$ cat config.mk
export PLATFORM = sky130hd
export DESIGN_NAME = aes_round_control
export DESIGN_NICKNAME = d
export VERILOG_FILES = /design/src/aes_pkg.sv /design/src/aes_round_control.sv
export SDC_FILE = /design/constraint.sdc
export NUM_CORES = 1
export LEC_CHECK = 0
export BUFFER_PORTS_ARGS = -buffer_cell sky130_fd_sc_hd__buf_2
export CELL_PAD_IN_SITES_DETAIL_PLACEMENT = 1
export CELL_PAD_IN_SITES_GLOBAL_PLACEMENT = 1
export CORE_AREA = 8 8 247 249
export CTS_CLUSTER_SIZE = 30
export DETAILED_ROUTE_END_ITERATION = 12
export DIE_AREA = 0 0 255 257
export MAX_ROUTING_LAYER = met4
export PLACE_DENSITY = 0.63
export SLEW_MARGIN = 20
export SYNTH_ARGS = -nofsm -noshare
export SYNTH_HDL_FRONTEND = slang
export SYNTH_SLANG_ARGS = --single-unit
$ cat constraint.sdc
create_clock -name clk -period 13.2 [get_ports clk]
set_input_delay 2.64 -clock clk [delete_from_list [all_inputs] [get_ports clk]]
set_output_delay 2.64 -clock clk [all_outputs]
set_load 0.03 [all_outputs]
$ cat src/aes_pkg.sv
package aes_pkg;

	localparam int NUM_ROUNDS = 10;

	// Byte 0 is the most significant byte, so bytes run down each column in turn.
	typedef union packed
	{
		logic [127:0] block;
		logic [0:15][7:0] bytes;
	} aes_state_u;

	localparam logic [0:255][7:0] sbox = {
		128'h637c777bf26b6fc53001672bfed7ab76,
		128'hca82c97dfa5947f0add4a2af9ca472c0,
		128'hb7fd9326363ff7cc34a5e5f171d83115,
		128'h04c723c31896059a071280e2eb27b275,
		128'h09832c1a1b6e5aa0523bd6b329e32f84,
		128'h53d100ed20fcb15b6acbbe394a4c58cf,
		128'hd0efaafb434d338545f9027f503c9fa8,
		128'h51a3408f929d38f5bcb6da2110fff3d2,
		128'hcd0c13ec5f974417c4a77e3d645d1973,
		128'h60814fdc222a908846eeb814de5e0bdb,
		128'he0323a0a4906245cc2d3ac629195e479,
		128'he7c8376d8dd54ea96c56f4ea657aae08,
		128'hba78252e1ca6b4c6e8dd741f4bbd8b8a,
		128'h703eb5664803f60e613557b986c11d9e,
		128'he1f8981169d98e949b1e87e9ce5528df,
		128'h8ca1890dbfe6426841992d0fb054bb16
	};

	localparam logic [0:255][7:0] inv_sbox = {
		128'h52096ad53036a538bf40a39e81f3d7fb,
		128'h7ce339829b2fff87348e4344c4dee9cb,
		128'h547b9432a6c2233dee4c950b42fac34e,
		128'h082ea16628d924b2765ba2496d8bd125,
		128'h72f8f66486689816d4a45ccc5d65b692,
		128'h6c704850fdedb9da5e154657a78d9d84,
		128'h90d8ab008cbcd30af7e45805b8b34506,
		128'hd02c1e8fca3f0f02c1afbd0301138a6b,
		128'h3a9111414f67dcea97f2cfcef0b4e673,
		128'h96ac7422e7ad3585e2f937e81c75df6e,
		128'h47f11a711d29c5896fb7620eaa18be1b,
		128'hfc563e4bc6d279209adbc0fe78cd5af4,
		128'h1fdda8338807c731b11210592780ec5f,
		128'h60517fa919b54a0d2de57a9f93c99cef,
		128'ha0e03b4dae2af5b0c8ebbb3c83539961,
		128'h172b047eba77d626e169146355210c7d
	};

	// Round constants for key expansion rounds 1 to 10.
	localparam logic [0:9][7:0] rcon = {
		8'h01, 8'h02, 8'h04, 8'h08, 8'h10,
		8'h20, 8'h40, 8'h80, 8'h1b, 8'h36
	};

	// Multiply by x in GF(2^8), reducing by the AES polynomial.
	function automatic logic [7:0] gf_xtime(input logic [7:0] b);
		logic [7:0] shifted;
		shifted = {b[6:0], 1'b0};
		if (b[7])
		begin
			shifted = shifted ^ 8'h1b;
		end
		return shifted;
	endfunction

endpackage

$ cat src/aes_round_control.sv
module aes_round_control
	import aes_pkg::*;
(
	input logic clk,
	input logic rst_n,
	input logic start,
	input logic [127:0] ciphertext,
	input logic keys_ready,
	input logic [127:0] round_key,
	input aes_state_u round_state,
	output logic key_load,
	output logic [3:0] key_index,
	output aes_state_u state_reg,
	output logic last_round,
	output logic busy,
	output logic done,
	output logic [127:0] plaintext
);

	localparam logic [1:0] st_idle = 2'd0;
	localparam logic [1:0] st_expand = 2'd1;
	localparam logic [1:0] st_whiten = 2'd2;
	localparam logic [1:0] st_rounds = 2'd3;

	logic [1:0] fsm;
	logic [3:0] round_cnt;

	assign key_load = start && (fsm == st_idle);
	assign busy = (fsm != st_idle);
	assign key_index = (fsm == st_rounds) ? round_cnt : 4'(NUM_ROUNDS);
	assign last_round = (fsm == st_rounds) && (round_cnt == 4'd0);

	// During expansion round_cnt times the ten key cycles; in the rounds it is the key index.
	always_ff @(posedge clk or negedge rst_n)
	begin
		if (!rst_n)
		begin
			fsm <= st_idle;
			round_cnt <= 4'd0;
			done <= 1'b0;
			plaintext <= 128'd0;
		end
		else
		begin
			done <= 1'b0;
			case (fsm)
				st_idle:
				begin
					if (start)
					begin
						fsm <= st_expand;
						round_cnt <= 4'(NUM_ROUNDS - 1);
					end
				end
				st_expand:
				begin
					if (round_cnt == 4'd0)
					begin
						fsm <= st_whiten;
					end
					else
					begin
						round_cnt <= round_cnt - 4'd1;
					end
				end
				st_whiten:
				begin
					if (keys_ready)
					begin
						fsm <= st_rounds;
						round_cnt <= 4'(NUM_ROUNDS - 1);
					end
				end
				default:
				begin
					if (round_cnt == 4'd0)
					begin
						fsm <= st_idle;
						done <= 1'b1;
						plaintext <= round_state.block;
					end
					else
					begin
						round_cnt <= round_cnt - 4'd1;
					end
				end
			endcase
		end
	end

	// The ciphertext waits in the state register until key 10 is ready.
	always_ff @(posedge clk)
	begin
		if (key_load)
		begin
			state_reg.block <= ciphertext;
		end
		else if (fsm == st_whiten && keys_ready)
		begin
			state_reg.block <= state_reg.block ^ round_key;
		end
		else if (fsm == st_rounds)
		begin
			state_reg <= round_state;
		end
	end

endmodule

Yosys cells after proc, flatten, opt, wreduce, memory -nomap -nowiden --
Cells that the tools add are included.
Word-level totals: register bits after elaboration 263, bits of input ports 388, output and inout bits 264, logic and storage cells 42
Cells by class: add/sub/neg operators 1, equality and inequality tests 7, multiplexer cells 15, bitwise logic cells 2, reductions and logical operators 12
Operator list (count):
- 2-to-1 mux 128 bit | 3
- bitwise XOR 128 bit | 1
- 2-to-1 mux 4 bit | 4
- 2-to-1 mux 2 bit | 4
- case mux 4 bit (2 select lines) | 1
- != test 2 bit (second input constant) | 3
- case mux 2 bit (3 select lines) | 1
- nonzero test 3 bit | 2
- == test 2 bit (second input constant) | 2
- logical NOT 4 bit | 1
- AND reduction 4 bit | 1
- subtractor 4 x 1 -> 4 bit (second input constant) | 1
- logical AND 1 bit | 3
- != test 3 x 2 -> 1 bit (second input constant) | 1
- AND reduction 3 bit | 1
- OR reduction 3 bit | 1
- == test 2 x 1 -> 1 bit (second input constant) | 1
- logical NOT 2 bit | 1
- 2-to-1 mux 1 bit | 2
- AND reduction 2 bit | 1
- nonzero test 2 bit | 1
- inverter 1 bit | 1

Depth between registers and ports, before layout --
word-level depth 4, gate-level depth with buffers 9, gate-level depth less buffers 5

Worst setup path before layout --
No wires, ideal clock.
path kind input-to-reg, from in keys_ready, to reg state_reg[0] (netlist name), enable pin, arrival time 6.035 ns, required time 12.706 ns, setup slack 6.671 ns, cell stages on the path 5, cells stage by stage and2_1 > buf_2 > buf_6 > buf_4 > or3_1
On the way: word-level cells in the longest chain between the ends 2
RTL lines:
- start, declared | RTL line aes_round_control.sv:8 | input logic keys_ready,
- logical AND 1 bit | RTL line aes_round_control.sv:98 | else if (fsm == st_whiten && keys_ready)
- nonzero test 3 bit (no source line)
- end signal, assigned | RTL line aes_round_control.sv:104 | state_reg <= round_state;
- end, declared | RTL line aes_round_control.sv:13 | output aes_state_u state_reg,
Every way passes these cells. A chain may end at the register's enable or synchronous reset.

Final worst setup path --
from in start, to out key_load
On the way: word-level cells in the longest chain between the ends 1
RTL lines:
- start, declared | RTL line aes_round_control.sv:6 | input logic start,
- logical AND 1 bit | RTL line aes_round_control.sv:28 | assign key_load = start && (fsm == st_idle);
- end, declared | RTL line aes_round_control.sv:11 | output logic key_load,
Every way passes these cells.

==> impl_metrics.tcl <==
set metrics [dict create \
    fin_crit_ps 5770 \
    place_congestion 0.875 \
    cpMostUsedCell "buf_2" \
    synth_nets 1397 \
    synth_xor_area_share_pct 8.38 \
    track_usage_pct 15.2 \
    switching_share_pct 43.8 \
    wl_per_cell_um 20.9 \
    synth_fa_ha_area_share_pct 0.467 \
    arrival_ps 3130 \
    netlist_area_um2 13400 \
    clock.fmax_mhz 173 \
    seqPwrFrac_pct 34.0 \
    p_comb_share_pct 45.8 \
    worst-r2r-setup-slack_ps 9900 \
    crit_slowest_cell "buf_2" \
    critPathLaunchType "input pin" \
    ant_nets 0 \
    htreeDepth 2 \
    grt_start_max_net_pins 104 \
    synth_top_family_by_area "multiplexers" \
    grt_first_pass_wirelength_mm 74.9 \
    clock_power_share_pct 20.2 \
    drt_iter0_drc 401 \
    numClockSinks 263 \
    reg2reg_from "fsm[0]$_DFFE_PN0P_" \
    setup_viol 0 \
    dpl.hpwl_mm 38.6 \
    finalHoldViolations 0 \
    start_util_pct 23.5 \
    worstPathMaxFanout 3 \
    die_x_um 255 \
    fin_hold_ws_ps 503 \
    rows 88 \
    clk_latency_ps 520 \
    synthCells 1004 \
    first_global_vias 11800 \
    vias 10500 \
    antenna_found_initial 9 \
    hold_path_depth 1 \
    core_um2 57000 \
    cts_resized 0 \
    p_sw_mw 2.09 \
    cts_tree "done" \
    maxSlewViolCount 0 \
    drt_wl_total_mm 51.1 \
    yosys.area_share.simple_pct 4.68 \
    rsz0062_at_grt "no" \
    finalCritPeriodShare_pct 43.7 \
    power_leakage_nw 8.41 \
    max-clock-path-buffers 3 \
    final_cell_area_um2 18400 \
    ys_seq_area_share_pct 54.0 \
    path_delay_family "buffers and inverters" \
    critPathBufInv 2 \
    drc 0 \
    endpoint_kind "output pin" \
    placed_cell_area_um2 17200 \
    vdd_drop_max_uv 160 \
    synthDistinctLibCells 35 \
    hold_start "plaintext[75]$_DFFE_PN0P_" \
    p_total_mw 4.77 \
    io_pins 652 \
    fin_skew_ps 11.9 \
    layout-drive-gt1-share_pct 50.9 \
    tightest_slew_ps 1050 \
    power_density_nw_per_um2 259 \
    post-cts-setup-buffer-count 0 \
    avgSynthCellArea_um2 13.3 \
    hold-path-endpoint "plaintext[75]$_DFFE_PN0P_" \
    nets 2037 \
    ctsHoldBuffers 0 \
    finalSetupTns_ps 0 \
    cp_cell_sequence "buf_2 > and2_4 > buf_2" \
    die_h_um 257 \
    hp-class "flop to flop" \
    slew_headroom_pct 30.0 \
    ys_warn_count 0 \
    synth_mux_area_share_pct 23.3 \
    drtPass1Iterations 4 \
    clkSlewWorstSetupHoldPaths_ps 60 \
    critPathKind "input pin to output pin" \
    outcome "completed" \
    portBuffers 651 \
    r2r-end "state_reg[47]$_DFFE_PP_" \
    reg2reg_depth 6 \
    die-area_um2 65500 \
    fillers 6536 \
    grt_overflow 0 \
    cts_inserted_buffers 34 \
    via_per_inst 4.29 \
    area_growth_pct 37.4 \
    p_int_mw 2.68 \
    synth_compound_gate_area_share_pct 5.37 \
    slowest_delay_ps 210 \
    crit_required_ps 10560 \
    drv_cap 0 \
    synth-seq-cells 263 \
    root_buffer "clkbuf_16" \
]
cell usage after synthesis:
| cell type | number | area share, % |
|---|---|---|
| inv_1 | 5 | 0.14 |
| o31ai_1 | 1 | 0.056 |
| nor3b_4 | 1 | 0.14 |
| a211oi_2 | 1 | 0.093 |
| o21bai_1 | 1 | 0.056 |
| nand4b_1 | 1 | 0.065 |
| nand3b_1 | 1 | 0.056 |
| mux2_4 | 100 | 11 |
| buf_12 | 11 | 1.6 |
| or4_1 | 1 | 0.056 |
| nand2_1 | 131 | 3.7 |
| or2_2 | 1 | 0.047 |
| nor2b_1 | 2 | 0.093 |
| mux2_2 | 30 | 2.5 |
| nor3b_1 | 1 | 0.056 |
| clkbuf_1 | 12 | 0.34 |
| and2_1 | 4 | 0.19 |
| ha_1 | 5 | 0.47 |
| a22o_1 | 1 | 0.065 |
| buf_6 | 3 | 0.25 |
| or3b_2 | 1 | 0.065 |
| buf_2 | 18 | 0.67 |
| nor2_1 | 2 | 0.056 |
| o41ai_1 | 1 | 0.065 |
| a211oi_1 | 2 | 0.11 |
| nand2b_4 | 1 | 0.10 |
| xor2_1 | 128 | 8.4 |
| or3_1 | 1 | 0.047 |
| edfxtp_1 | 128 | 29 |
| o21ai_0 | 130 | 4.9 |
| o21a_1 | 1 | 0.056 |
| buf_4 | 14 | 0.79 |
| mux2i_1 | 128 | 9.6 |
| dfrtp_1 | 135 | 25 |
| nor3_1 | 1 | 0.037 |
placed cells by master (no fill, tap or decap), types with 10 or more instances in the layout:
master / count
dfrtp_1: 135
o21ai_0: 130
xor2_1: 128
nand2_1: 131
mux2i_1: 128
clkbuf_1: 11
buf_2: 650
diode_2: 10
edfxtp_1: 128
clkbuf_16: 37
mux2_2: 30
mux2_4: 100
buf_4: 11
worst max path at each step:
stage | startpoint | endpoint | cells past startpoint
after floorplan | keys_ready | state_reg[0]$_DFFE_PP_ | 5
after global placement | start | key_load | 3
after detailed placement | start | key_load | 3
after CTS | start | key_load | 3
after global routing | start | key_load | 3
final | start | key_load | 3
power groups by stage:
stage | registers (mW) | logic, mW | clock network, mW
after floorplan | 2.35 | 0.758 | 0
after global placement | 1.61 | 2.19 | 0
after detailed placement | 1.62 | 2.22 | 0
after CTS | 1.62 | 2.22 | 0.997
after global routing | 1.67 | 2.32 | 1.03
final | 1.62 | 2.19 | 0.963
cell families (layout without fill, tap and decap cells):
logic type,Yosys count,after routing
mux,258,258
flops,263,263
fa+ha+maj,5,5
other cells,0,10
compound gates,138,138
xor+xnor,128,128
simple gates,149,149
buf+inv,63,729
routing by layer:
metal  vias to the layer above  part of all wire, %  GRT usage, %
met3                       104                  6.5          3.81
met4                         0                  3.8          5.91
met2                       420                   51          26.0
met5                         -                    0             -
met1                      5139                   39          16.8
li1                       4836                    -             -
worst register-to-register path: stages (launching register included):
cell     delay, ps
dfrtp_1        440
inv_1          130
ha_1           330
and2_4         240
buf_4          610
buf_4          880
o21ai_0        370
metrics by stage:
| step | setup WS, ps | instances | utilization (%) |
|---|---|---|---|
| after floorplan | 6670 | 1004 | - |
| after global placement | 7410 | 2373 | 30.2 |
| after detailed placement | 7410 | 2373 | 30.2 |
| after CTS | 7410 | 2435 | 32.2 |
| after global routing | 7410 | 2444 | 32.2 |
| final | 7430 | 2445 | 32.2 |
layout make-up:
class	instances	area [µm²]	share of cell area, %
Antenna cell	10	25.0	0.136
Clock buffer	53	1040	5.63
Clock inverter	9	121	0.660
Inverter	5	18.8	0.102
Multi-Input combinational cell	678	5660	30.8
Sequential cell	263	7220	39.3
Tap cell	765	957	5.21
Timing Repair Buffer	662	3350	18.2
Note: power is estimated with default switching activity, not from simulation.
