$ cat src/aes_pkg.sv
package aes_pkg;

	localparam int NUM_ROUNDS = 10;

	// Byte 0 is the most significant byte, so bytes run down each column in turn.
	typedef union packed
	{
		logic [127:0] block;
		logic [0:15][7:0] bytes;
	} aes_state_u;

	localparam logic [0:255][7:0] sbox = {
		128'h637c777bf26b6fc53001672bfed7ab76,
		128'hca82c97dfa5947f0add4a2af9ca472c0,
		128'hb7fd9326363ff7cc34a5e5f171d83115,
		128'h04c723c31896059a071280e2eb27b275,
		128'h09832c1a1b6e5aa0523bd6b329e32f84,
		128'h53d100ed20fcb15b6acbbe394a4c58cf,
		128'hd0efaafb434d338545f9027f503c9fa8,
		128'h51a3408f929d38f5bcb6da2110fff3d2,
		128'hcd0c13ec5f974417c4a77e3d645d1973,
		128'h60814fdc222a908846eeb814de5e0bdb,
		128'he0323a0a4906245cc2d3ac629195e479,
		128'he7c8376d8dd54ea96c56f4ea657aae08,
		128'hba78252e1ca6b4c6e8dd741f4bbd8b8a,
		128'h703eb5664803f60e613557b986c11d9e,
		128'he1f8981169d98e949b1e87e9ce5528df,
		128'h8ca1890dbfe6426841992d0fb054bb16
	};

	localparam logic [0:255][7:0] inv_sbox = {
		128'h52096ad53036a538bf40a39e81f3d7fb,
		128'h7ce339829b2fff87348e4344c4dee9cb,
		128'h547b9432a6c2233dee4c950b42fac34e,
		128'h082ea16628d924b2765ba2496d8bd125,
		128'h72f8f66486689816d4a45ccc5d65b692,
		128'h6c704850fdedb9da5e154657a78d9d84,
		128'h90d8ab008cbcd30af7e45805b8b34506,
		128'hd02c1e8fca3f0f02c1afbd0301138a6b,
		128'h3a9111414f67dcea97f2cfcef0b4e673,
		128'h96ac7422e7ad3585e2f937e81c75df6e,
		128'h47f11a711d29c5896fb7620eaa18be1b,
		128'hfc563e4bc6d279209adbc0fe78cd5af4,
		128'h1fdda8338807c731b11210592780ec5f,
		128'h60517fa919b54a0d2de57a9f93c99cef,
		128'ha0e03b4dae2af5b0c8ebbb3c83539961,
		128'h172b047eba77d626e169146355210c7d
	};

	// Round constants for key expansion rounds 1 to 10.
	localparam logic [0:9][7:0] rcon = {
		8'h01, 8'h02, 8'h04, 8'h08, 8'h10,
		8'h20, 8'h40, 8'h80, 8'h1b, 8'h36
	};

	// Multiply by x in GF(2^8), reducing by the AES polynomial.
	function automatic logic [7:0] gf_xtime(input logic [7:0] b);
		logic [7:0] shifted;
		shifted = {b[6:0], 1'b0};
		if (b[7])
		begin
			shifted = shifted ^ 8'h1b;
		end
		return shifted;
	endfunction

endpackage

$ cat src/aes_key_schedule.sv
module aes_key_schedule
	import aes_pkg::*;
(
	input logic clk,
	input logic rst_n,
	input logic key_load,
	input logic [127:0] key,
	input logic [3:0] key_index,
	output logic [127:0] round_key,
	output logic keys_ready
);

	logic [127:0] round_keys [0:NUM_ROUNDS];
	logic [3:0] exp_cnt;
	logic expanding;
	logic [127:0] prev_key;
	logic [31:0] w0;
	logic [31:0] w1;
	logic [31:0] w2;
	logic [31:0] w3;
	logic [31:0] sub_rot;
	logic [127:0] next_key;

	assign prev_key = round_keys[exp_cnt - 4'd1];
	assign {w0, w1, w2, w3} = prev_key;

	// RotWord and SubWord on the last word, then the round constant on its top byte.
	assign sub_rot = {sbox[w3[23:16]], sbox[w3[15:8]], sbox[w3[7:0]], sbox[w3[31:24]]}
		^ {rcon[exp_cnt - 4'd1], 24'h000000};

	assign next_key[127:96] = w0 ^ sub_rot;
	assign next_key[95:64] = w1 ^ next_key[127:96];
	assign next_key[63:32] = w2 ^ next_key[95:64];
	assign next_key[31:0] = w3 ^ next_key[63:32];

	always_ff @(posedge clk or negedge rst_n)
	begin
		if (!rst_n)
		begin
			exp_cnt <= 4'd0;
			expanding <= 1'b0;
			keys_ready <= 1'b0;
		end
		else if (key_load)
		begin
			exp_cnt <= 4'd1;
			expanding <= 1'b1;
			keys_ready <= 1'b0;
		end
		else if (expanding)
		begin
			if (exp_cnt == 4'(NUM_ROUNDS))
			begin
				expanding <= 1'b0;
				keys_ready <= 1'b1;
			end
			else
			begin
				exp_cnt <= exp_cnt + 4'd1;
			end
		end
	end

	// Key 0 is the cipher key itself; one more key is written each cycle after it.
	always_ff @(posedge clk)
	begin
		if (key_load)
		begin
			round_keys[0] <= key;
		end
		else if (expanding)
		begin
			round_keys[exp_cnt] <= next_key;
		end
	end

	assign round_key = round_keys[key_index];

endmodule

$ cat config.mk
export PLATFORM = sky130hd
export DESIGN_NAME = aes_key_schedule
export DESIGN_NICKNAME = d
export VERILOG_FILES = /design/src/aes_pkg.sv /design/src/aes_key_schedule.sv
export SDC_FILE = /design/constraint.sdc
export NUM_CORES = 2
export LEC_CHECK = 0
export ABC_AREA = 0
export BUFFER_PORTS_ARGS = -buffer_cell sky130_fd_sc_hd__buf_2
export CORE_MARGIN = 10
export CORE_UTILIZATION = 25
export CTS_CLUSTER_DIAMETER = 100
export DETAILED_ROUTE_END_ITERATION = 16
export PLACE_DENSITY_LB_ADDON = 0.3
export SLEW_MARGIN = 20
export SYNTH_ARGS = -nofsm -noshare
export SYNTH_HDL_FRONTEND = slang
export SYNTH_SLANG_ARGS = --single-unit
$ cat constraint.sdc
create_clock -name clk -period 18.7 [get_ports clk]
set_input_delay 1.87 -clock clk [delete_from_list [all_inputs] [get_ports clk]]
set_output_delay 1.87 -clock clk [all_outputs]
set_load 0.03 [all_outputs]
After elaboration in Yosys (flattened, before gate mapping)
Memory sizes are Yosys's and may differ from the RTL's.
Cells that the tools add are included.
{"block": "totals", "ff_bits": 6, "ram_bits": 1408, "romBits": 8320, "input_bits": 135, "word_cells": 60, "mem_count": 6}
{"block": "op_classes", "add_sub_neg": 2, "magnitude_cmp": 5, "eq_ne": 2, "n_mux": 27, "n_bitwise": 10, "n_reduce_logical": 5}
{"name": "(no name shown)", "words": 256, "word_bits": 8, "rd": 1, "rd_ports_with_merged_regs": 0, "wr": 0, "line_no": "aes_key_schedule.sv:28", "rtl": "assign sub_rot = {sbox[w3[23:16]], sbox[w3[15:8]], sbox[w3[7:0]], sbox[w3[31:24]]}"}
{"name": "(no name shown)", "words": 256, "word_bits": 8, "rd": 1, "rd_ports_with_merged_regs": 0, "wr": 0, "line_no": "aes_key_schedule.sv:28"}
{"name": "(no name shown)", "words": 256, "word_bits": 8, "rd": 1, "rd_ports_with_merged_regs": 0, "wr": 0, "line_no": "aes_key_schedule.sv:28"}
{"name": "(no name shown)", "words": 256, "word_bits": 8, "rd": 1, "rd_ports_with_merged_regs": 0, "wr": 0, "line_no": "aes_key_schedule.sv:28"}
{"name": "round_keys", "words": 11, "word_bits": 128, "rd": 2, "rd_ports_with_merged_regs": 0, "wr": 1, "line_no": "aes_key_schedule.sv:13", "rtl": "logic [127:0] round_keys [0:NUM_ROUNDS];"}
{"name": "(no name shown)", "words": 16, "word_bits": 8, "rd": 1, "rd_ports_with_merged_regs": 0, "wr": 0, "line_no": "aes_key_schedule.sv:29", "rtl": "^ {rcon[exp_cnt - 4'd1], 24'h000000};"}
{"operator": "32-bit bitwise XOR", "count": 5}
{"operator": "128-bit 2-to-1 mux", "count": 1}
{"operator": "128-bit OR reduction", "count": 1}
{"operator": "8-bit 2-to-1 mux", "count": 10}
{"operator": "9-bit >= comparator, second input constant", "count": 4}
{"operator": "8-bit inverter with 9-bit output", "count": 4}
{"operator": "4-bit 2-to-1 mux", "count": 4}
{"operator": "1-bit 2-to-1 mux", "count": 12}
{"operator": "5-bit >= comparator, second input constant", "count": 1}
{"operator": "4-bit inverter with 5-bit output", "count": 1}
{"operator": "4-bit by 1-bit adder with 4-bit output, second input constant", "count": 1}
{"operator": "4-bit equality test, second input constant", "count": 1}
{"operator": "2-bit AND reduction", "count": 2}
{"operator": "2-bit nonzero test", "count": 2}
{"operator": "4-bit by 1-bit subtractor with 4-bit output, second input constant", "count": 1}
{"operator": "2-bit != test, second input constant", "count": 1}

Longest topological paths before layout
An unclocked memory read counts as a cell.
{"block": "logic_depth", "ltp_word": 12, "ltp_mapped": 31}

Worst setup path before layout
No wires, ideal clock.
{"block": "synth_path", "path_type": "input to register", "from": "input key_load", "to": "memory round_keys[1][0] (enable)", "setup_ps": 928, "arrival_ps": 15027, "required_ps": 17772, "setup_slack_ps": 2746, "cell_stages": 7, "n_path_buf": 5, "path_cell_list": "clkbuf_1 > nand2b_1 > clkbuf_1 > clkbuf_1 > clkbuf_1 > clkbuf_1 > nor4_1"}
{"block": "synth_between", "elab_chain_cells": 4, "elab_cells_between_ends": 7, "cone_classes": "mux (6); reduce/logical (1)"}
{"element": "from (decl)", "line_no": "aes_key_schedule.sv:6", "rtl": "input logic key_load,"}
{"element": "1-bit 2-to-1 mux", "line_no": "aes_key_schedule.sv:67", "rtl": "if (key_load)"}
{"element": "1-bit 2-to-1 mux (not written as such)", "line_no": "aes_key_schedule.sv:73", "rtl": "round_keys[exp_cnt] <= next_key;"}
{"element": "128-bit OR reduction (no source line)"}
{"element": "4-bit 2-to-1 mux (no source line) / 1-bit 2-to-1 mux (equally long branches)"}
{"element": "to (decl)", "line_no": "aes_key_schedule.sv:13"}
Several ways; a longest one is shown, not always the timed one.

Worst setup path after layout
{"block": "layout_path", "from": "register exp_cnt[0]", "to": "memory round_keys[9][13], data pin"}
{"block": "layout_between", "elab_chain_cells": 12}
{"element": "from (decl)", "line_no": "aes_key_schedule.sv:14", "rtl": "logic [3:0] exp_cnt;"}
{"element": "from (signal assigned)", "line_no": "aes_key_schedule.sv:59", "rtl": "exp_cnt <= exp_cnt + 4'd1;"}
{"element": "4-bit by 1-bit subtractor with 4-bit output (*)", "line_no": "aes_key_schedule.sv:24", "rtl": "assign prev_key = round_keys[exp_cnt - 4'd1];"}
{"element": "memory 11 x 128 bit (*)"}
{"element": "8-bit inverter with 9-bit output (not written as such)", "line_no": "aes_key_schedule.sv:28"}
{"element": "memory 256 x 8 bit"}
{"element": "8-bit 2-to-1 mux (not written as such) (2 in a row)", "line_no": "aes_key_schedule.sv:28"}
{"element": "32-bit bitwise XOR", "line_no": "aes_key_schedule.sv:29"}
{"element": "32-bit bitwise XOR", "line_no": "aes_key_schedule.sv:31", "rtl": "assign next_key[127:96] = w0 ^ sub_rot;"}
{"element": "32-bit bitwise XOR", "line_no": "aes_key_schedule.sv:32", "rtl": "assign next_key[95:64] = w1 ^ next_key[127:96];"}
{"element": "32-bit bitwise XOR", "line_no": "aes_key_schedule.sv:33", "rtl": "assign next_key[63:32] = w2 ^ next_key[95:64];"}
{"element": "32-bit bitwise XOR (*)", "line_no": "aes_key_schedule.sv:34", "rtl": "assign next_key[31:0] = w3 ^ next_key[63:32];"}
{"element": "128-bit 2-to-1 mux (no source line) (*)"}
Every way passes the cells marked *; elsewhere a longest branch is shown, timed or not. The select of a mux whose other input is x is not followed.

==> flow_metrics.env <==
export IMPL_final_max_slew_viol_count=0
export IMPL_ctsRootBufferMaster="clkbuf_16"
export IMPL_finalCritPeriodShare_pct=50.7
export IMPL_max_freq_mhz=105
export IMPL_cp_end_kind="flip-flop"
export IMPL_p_per_area_nw_per_um2=188
export IMPL_viasPerCell=5.79
export IMPL_place_ws_ps=9380
export IMPL_ctsHoldBuffers=0
export IMPL_rrSetupSlack_ps=9220
export IMPL_dp_hpwl_um=243000
export IMPL_h_tree_depth=4
export IMPL_clkLatencyLatePin_ps=890
export IMPL_ant_nets=0
export IMPL_max_stage_delay_ps=990
export IMPL_fin_skew_ps=80.9
export IMPL_r2r_start="exp_cnt[0]"
export IMPL_io_buffers=263
export IMPL_initial_core_util_pct=25.2
export IMPL_cts_sinks=1414
export IMPL_finish_instance_area_sq_um=94700
export IMPL_path_clk_slew_ps=70
export IMPL_vias=63300
export IMPL_crit_required_ps=19250
export IMPL_yosysTopAreaCell="edfxtp_1"
export IMPL_synth_distinct_cells=120
export IMPL_grt_pass1_vias=61700
export IMPL_cpMaxStageDelayCell="a211oi_1"
export IMPL_synthFlopType="edfxtp_1"
export IMPL_grt_max_degree=136
export IMPL_synth_edf_count=1408
export IMPL_track_usage_pct=19.5
export IMPL_io_pins=264
export IMPL_antenna_found_initial=30
export IMPL_rr_worst_depth=21
export IMPL_start_kind="flip-flop"
export IMPL_die_height_um=597
export IMPL_fin_crit_ps=9480
export IMPL_synth_cells=6347
export IMPL_cts_buffer_depth=4
export IMPL_grt_pass1_wl_um=505000
export IMPL_syn_area_per_cell_sq_um=13.1
export IMPL_worstPathCellList="inv_2 -> buf_4 -> ha_1 -> xnor2_2 -> buf_4 -> nand3_1 -> and4_1 -> a21oi_2 -> buf_4 -> ha_1 -> a211oi_1 -> o221ai_1 -> o311ai_1 -> o311ai_1 -> o31ai_1 -> a221oi_1 -> mux2i_1 -> xnor2_2 -> xnor2_1 -> xnor2_1 -> o21ai_1"
export IMPL_fp_coreArea_sq_um=331000
export IMPL_cpMostUsedCell="buf_4"
export IMPL_numCtsBuffers=165
export IMPL_setup_tns_final_ps=0
export IMPL_die_w_um=597
export IMPL_worst_pin_slew_ps=1260
export IMPL_p_sw_uw=8400
export IMPL_drtIter0Drc=8521
export IMPL_grt_setup_unrepaired="false"
export IMPL_power_clock_fraction_pct=17.8
export IMPL_dr_pass1_iters=6
export IMPL_leakage_uw=0.0307
export IMPL_routed_wl_um=364000
export IMPL_yosys_warnings=0
export IMPL_fp_dieArea_sq_um=357000
export IMPL_crit_arrival_ps=10030
export IMPL_maxCapViolations=0
export IMPL_area_growth_pct=13.6
export IMPL_p_sw_share_pct=47.3
export IMPL_synth_seq_cells=1414
export IMPL_crit_fanout=41
export IMPL_path_class="reg -> reg"
export IMPL_hold_violations=0
export IMPL_holdPathEnd="keys_ready"
export IMPL_layout_drive_gt1_share_pct=25.3
export IMPL_setup_viol=0
export IMPL_ys_seq_area_share_pct=50.9
export IMPL_routedWlPerCell_um=33.2
export IMPL_ys_top_cells_by_area="edfxtp_1 (51%), mux4_2 (17%), nand2_1 (2.8%)"
export IMPL_r2r_end="round_keys[9][13]"
export IMPL_maxSlewHeadroom_pct=15.9
export IMPL_intPower_uw=9370
export IMPL_worstHoldPathCells=2
export IMPL_hold_class="reg -> reg"
export IMPL_synthesis_nets=6539
export IMPL_layout_nets=6629
export IMPL_synthArstFlopShare_pct=0.424
export IMPL_place_gp_congestion=1.01
export IMPL_seq_power_share_pct=27.8
export IMPL_postCtsResizedCells=0
export IMPL_yosys_area_top_type_share_pct=50.7
export IMPL_drcViolationCount=0
export IMPL_synthesis_area_sq_um=83300
export IMPL_status="complete, no violations"
export IMPL_grt_overflow=0
export IMPL_cts_setup_buffers=0
export IMPL_worst_slack_ps=9220
export IMPL_peakVddDrop_mv=0.103
export IMPL_rows=211
export IMPL_dpl_cell_area_sq_um=89400
export IMPL_cts_tree="built"
export IMPL_min_from="keys_ready"
export IMPL_combPwrFrac_pct=54.5
==> flip-flops by register name (all words and copies together), names as in the netlist <==
signal,count
keys_ready,1
round_keys,1408
exp_cnt,4
expanding,1
==> per-stage QoR <==
stage | total power (uW) | util [%] | cells | hold slack (ps)
detailed placement | 14400 | 27.0 | 10600 | 508
CTS | 17600 | 28.6 | 10900 | 523
global route | 18400 | 28.6 | 10900 | 549
floorplan | 10400 | - | 6347 | 596
finish | 17800 | 28.6 | 10900 | 521
global placement | 14300 | 27.0 | 10600 | 484
==> area by class of cell <==
| class | instances | area (sq um) |
|---|---|---|
| inverters | 33 | 128 |
| clock buffers | 186 | 4230 |
| well taps | 4366 | 5460 |
| clock inverters | 102 | 930 |
| fillers | 33700 | 236000 |
| multi-input cells | 4305 | 38100 |
| diodes | 10 | 25.0 |
| flip-flops and latches | 1414 | 42400 |
| repair buffers | 518 | 3370 |
==> metal layers <==
| layer | track usage (%) | part of all wire [%] |
|---|---|---|
| met1 | 26.0 | 40 |
| met2 | 30.2 | 45 |
| met3 | 4.36 | 9.5 |
| met4 | 8.74 | 5.4 |
| met5 | 0 | 0.035 |
==> synthesized netlist by cell type (all sizes together) (46+ instances only) <==
cell type,n
edfxtp,1408
nand2,622
mux4,612
nor2,440
buf,382
a21oi,349
o21ai,314
mux2i,214
clkbuf,213
nand3,175
mux2,145
a31oi,135
xnor2,135
a211oi,125
o211ai,104
nor3,74
ha,57
a311oi,54
a221oi,46
xor2,46
==> power by group through the flow <==
stage,combinational (uW),sequential (uW),clock (uW)
CTS,9400,4930,3220
floorplan,5480,4940,0
finish,9680,4930,3160
detailed placement,9360,5000,0
global placement,9360,4980,0
global route,10100,4970,3340
==> cell usage in the layout, fill, tap and decap left out, types with 119 or more instances in the layout <==
master     instances
buf_4            247
mux2_2           144
edfxtp_1        1408
nand2_1          620
clkbuf_16        166
nand3_1          175
nor2_1           433
mux4_2           612
a21oi_1          337
buf_2            259
a31oi_1          122
mux2i_1          209
xnor2_1          119
o21ai_0          218
==> cell families (layout without fill, tap and decap cells) <==
family | after synthesis | in the layout | share of synthesized area (%)
XOR/XNOR | 186 | 186 | 2.24
AO/OA/AOI/OAI | 1584 | 1584 | 13.2
multiplexers | 971 | 971 | 21.1
AND/OR/NAND/NOR | 1507 | 1507 | 7.89
buffers and inverters | 628 | 839 | 3.85
other | 0 | 10 | 0
adder cells (fa/ha/maj) | 57 | 57 | 0.856
flip-flops | 1414 | 1414 | 50.9
==> worst max-delay path: cells and delay by family, from the launching register on <==
kind / cells / cell delay, ps
xor+xnor: 4 / 1790
buf+inv: 4 / 1690
flops: 1 / 710
simple gates: 2 / 480
fa+ha+maj: 2 / 990
mux: 1 / 770
compound gates: 8 / 2710
==> worst max path at each step <==
stage | startpoint | end | slack, ps | cells past startpoint
2_1_floorplan | key_load | round_keys[1][0] | 2750 | 7
3_3_place_gp | exp_cnt[0] | round_keys[0][11] | 9280 | 19
3_5_place_dp | exp_cnt[0] | round_keys[2][25] | 9380 | 22
4_1_cts | exp_cnt[0] | round_keys[8][25] | 9320 | 22
5_1_grt | exp_cnt[0] | round_keys[9][13] | 8960 | 21
6_report | exp_cnt[0] | round_keys[9][13] | 9220 | 21
Note: power is estimated with default switching activity, not from simulation.
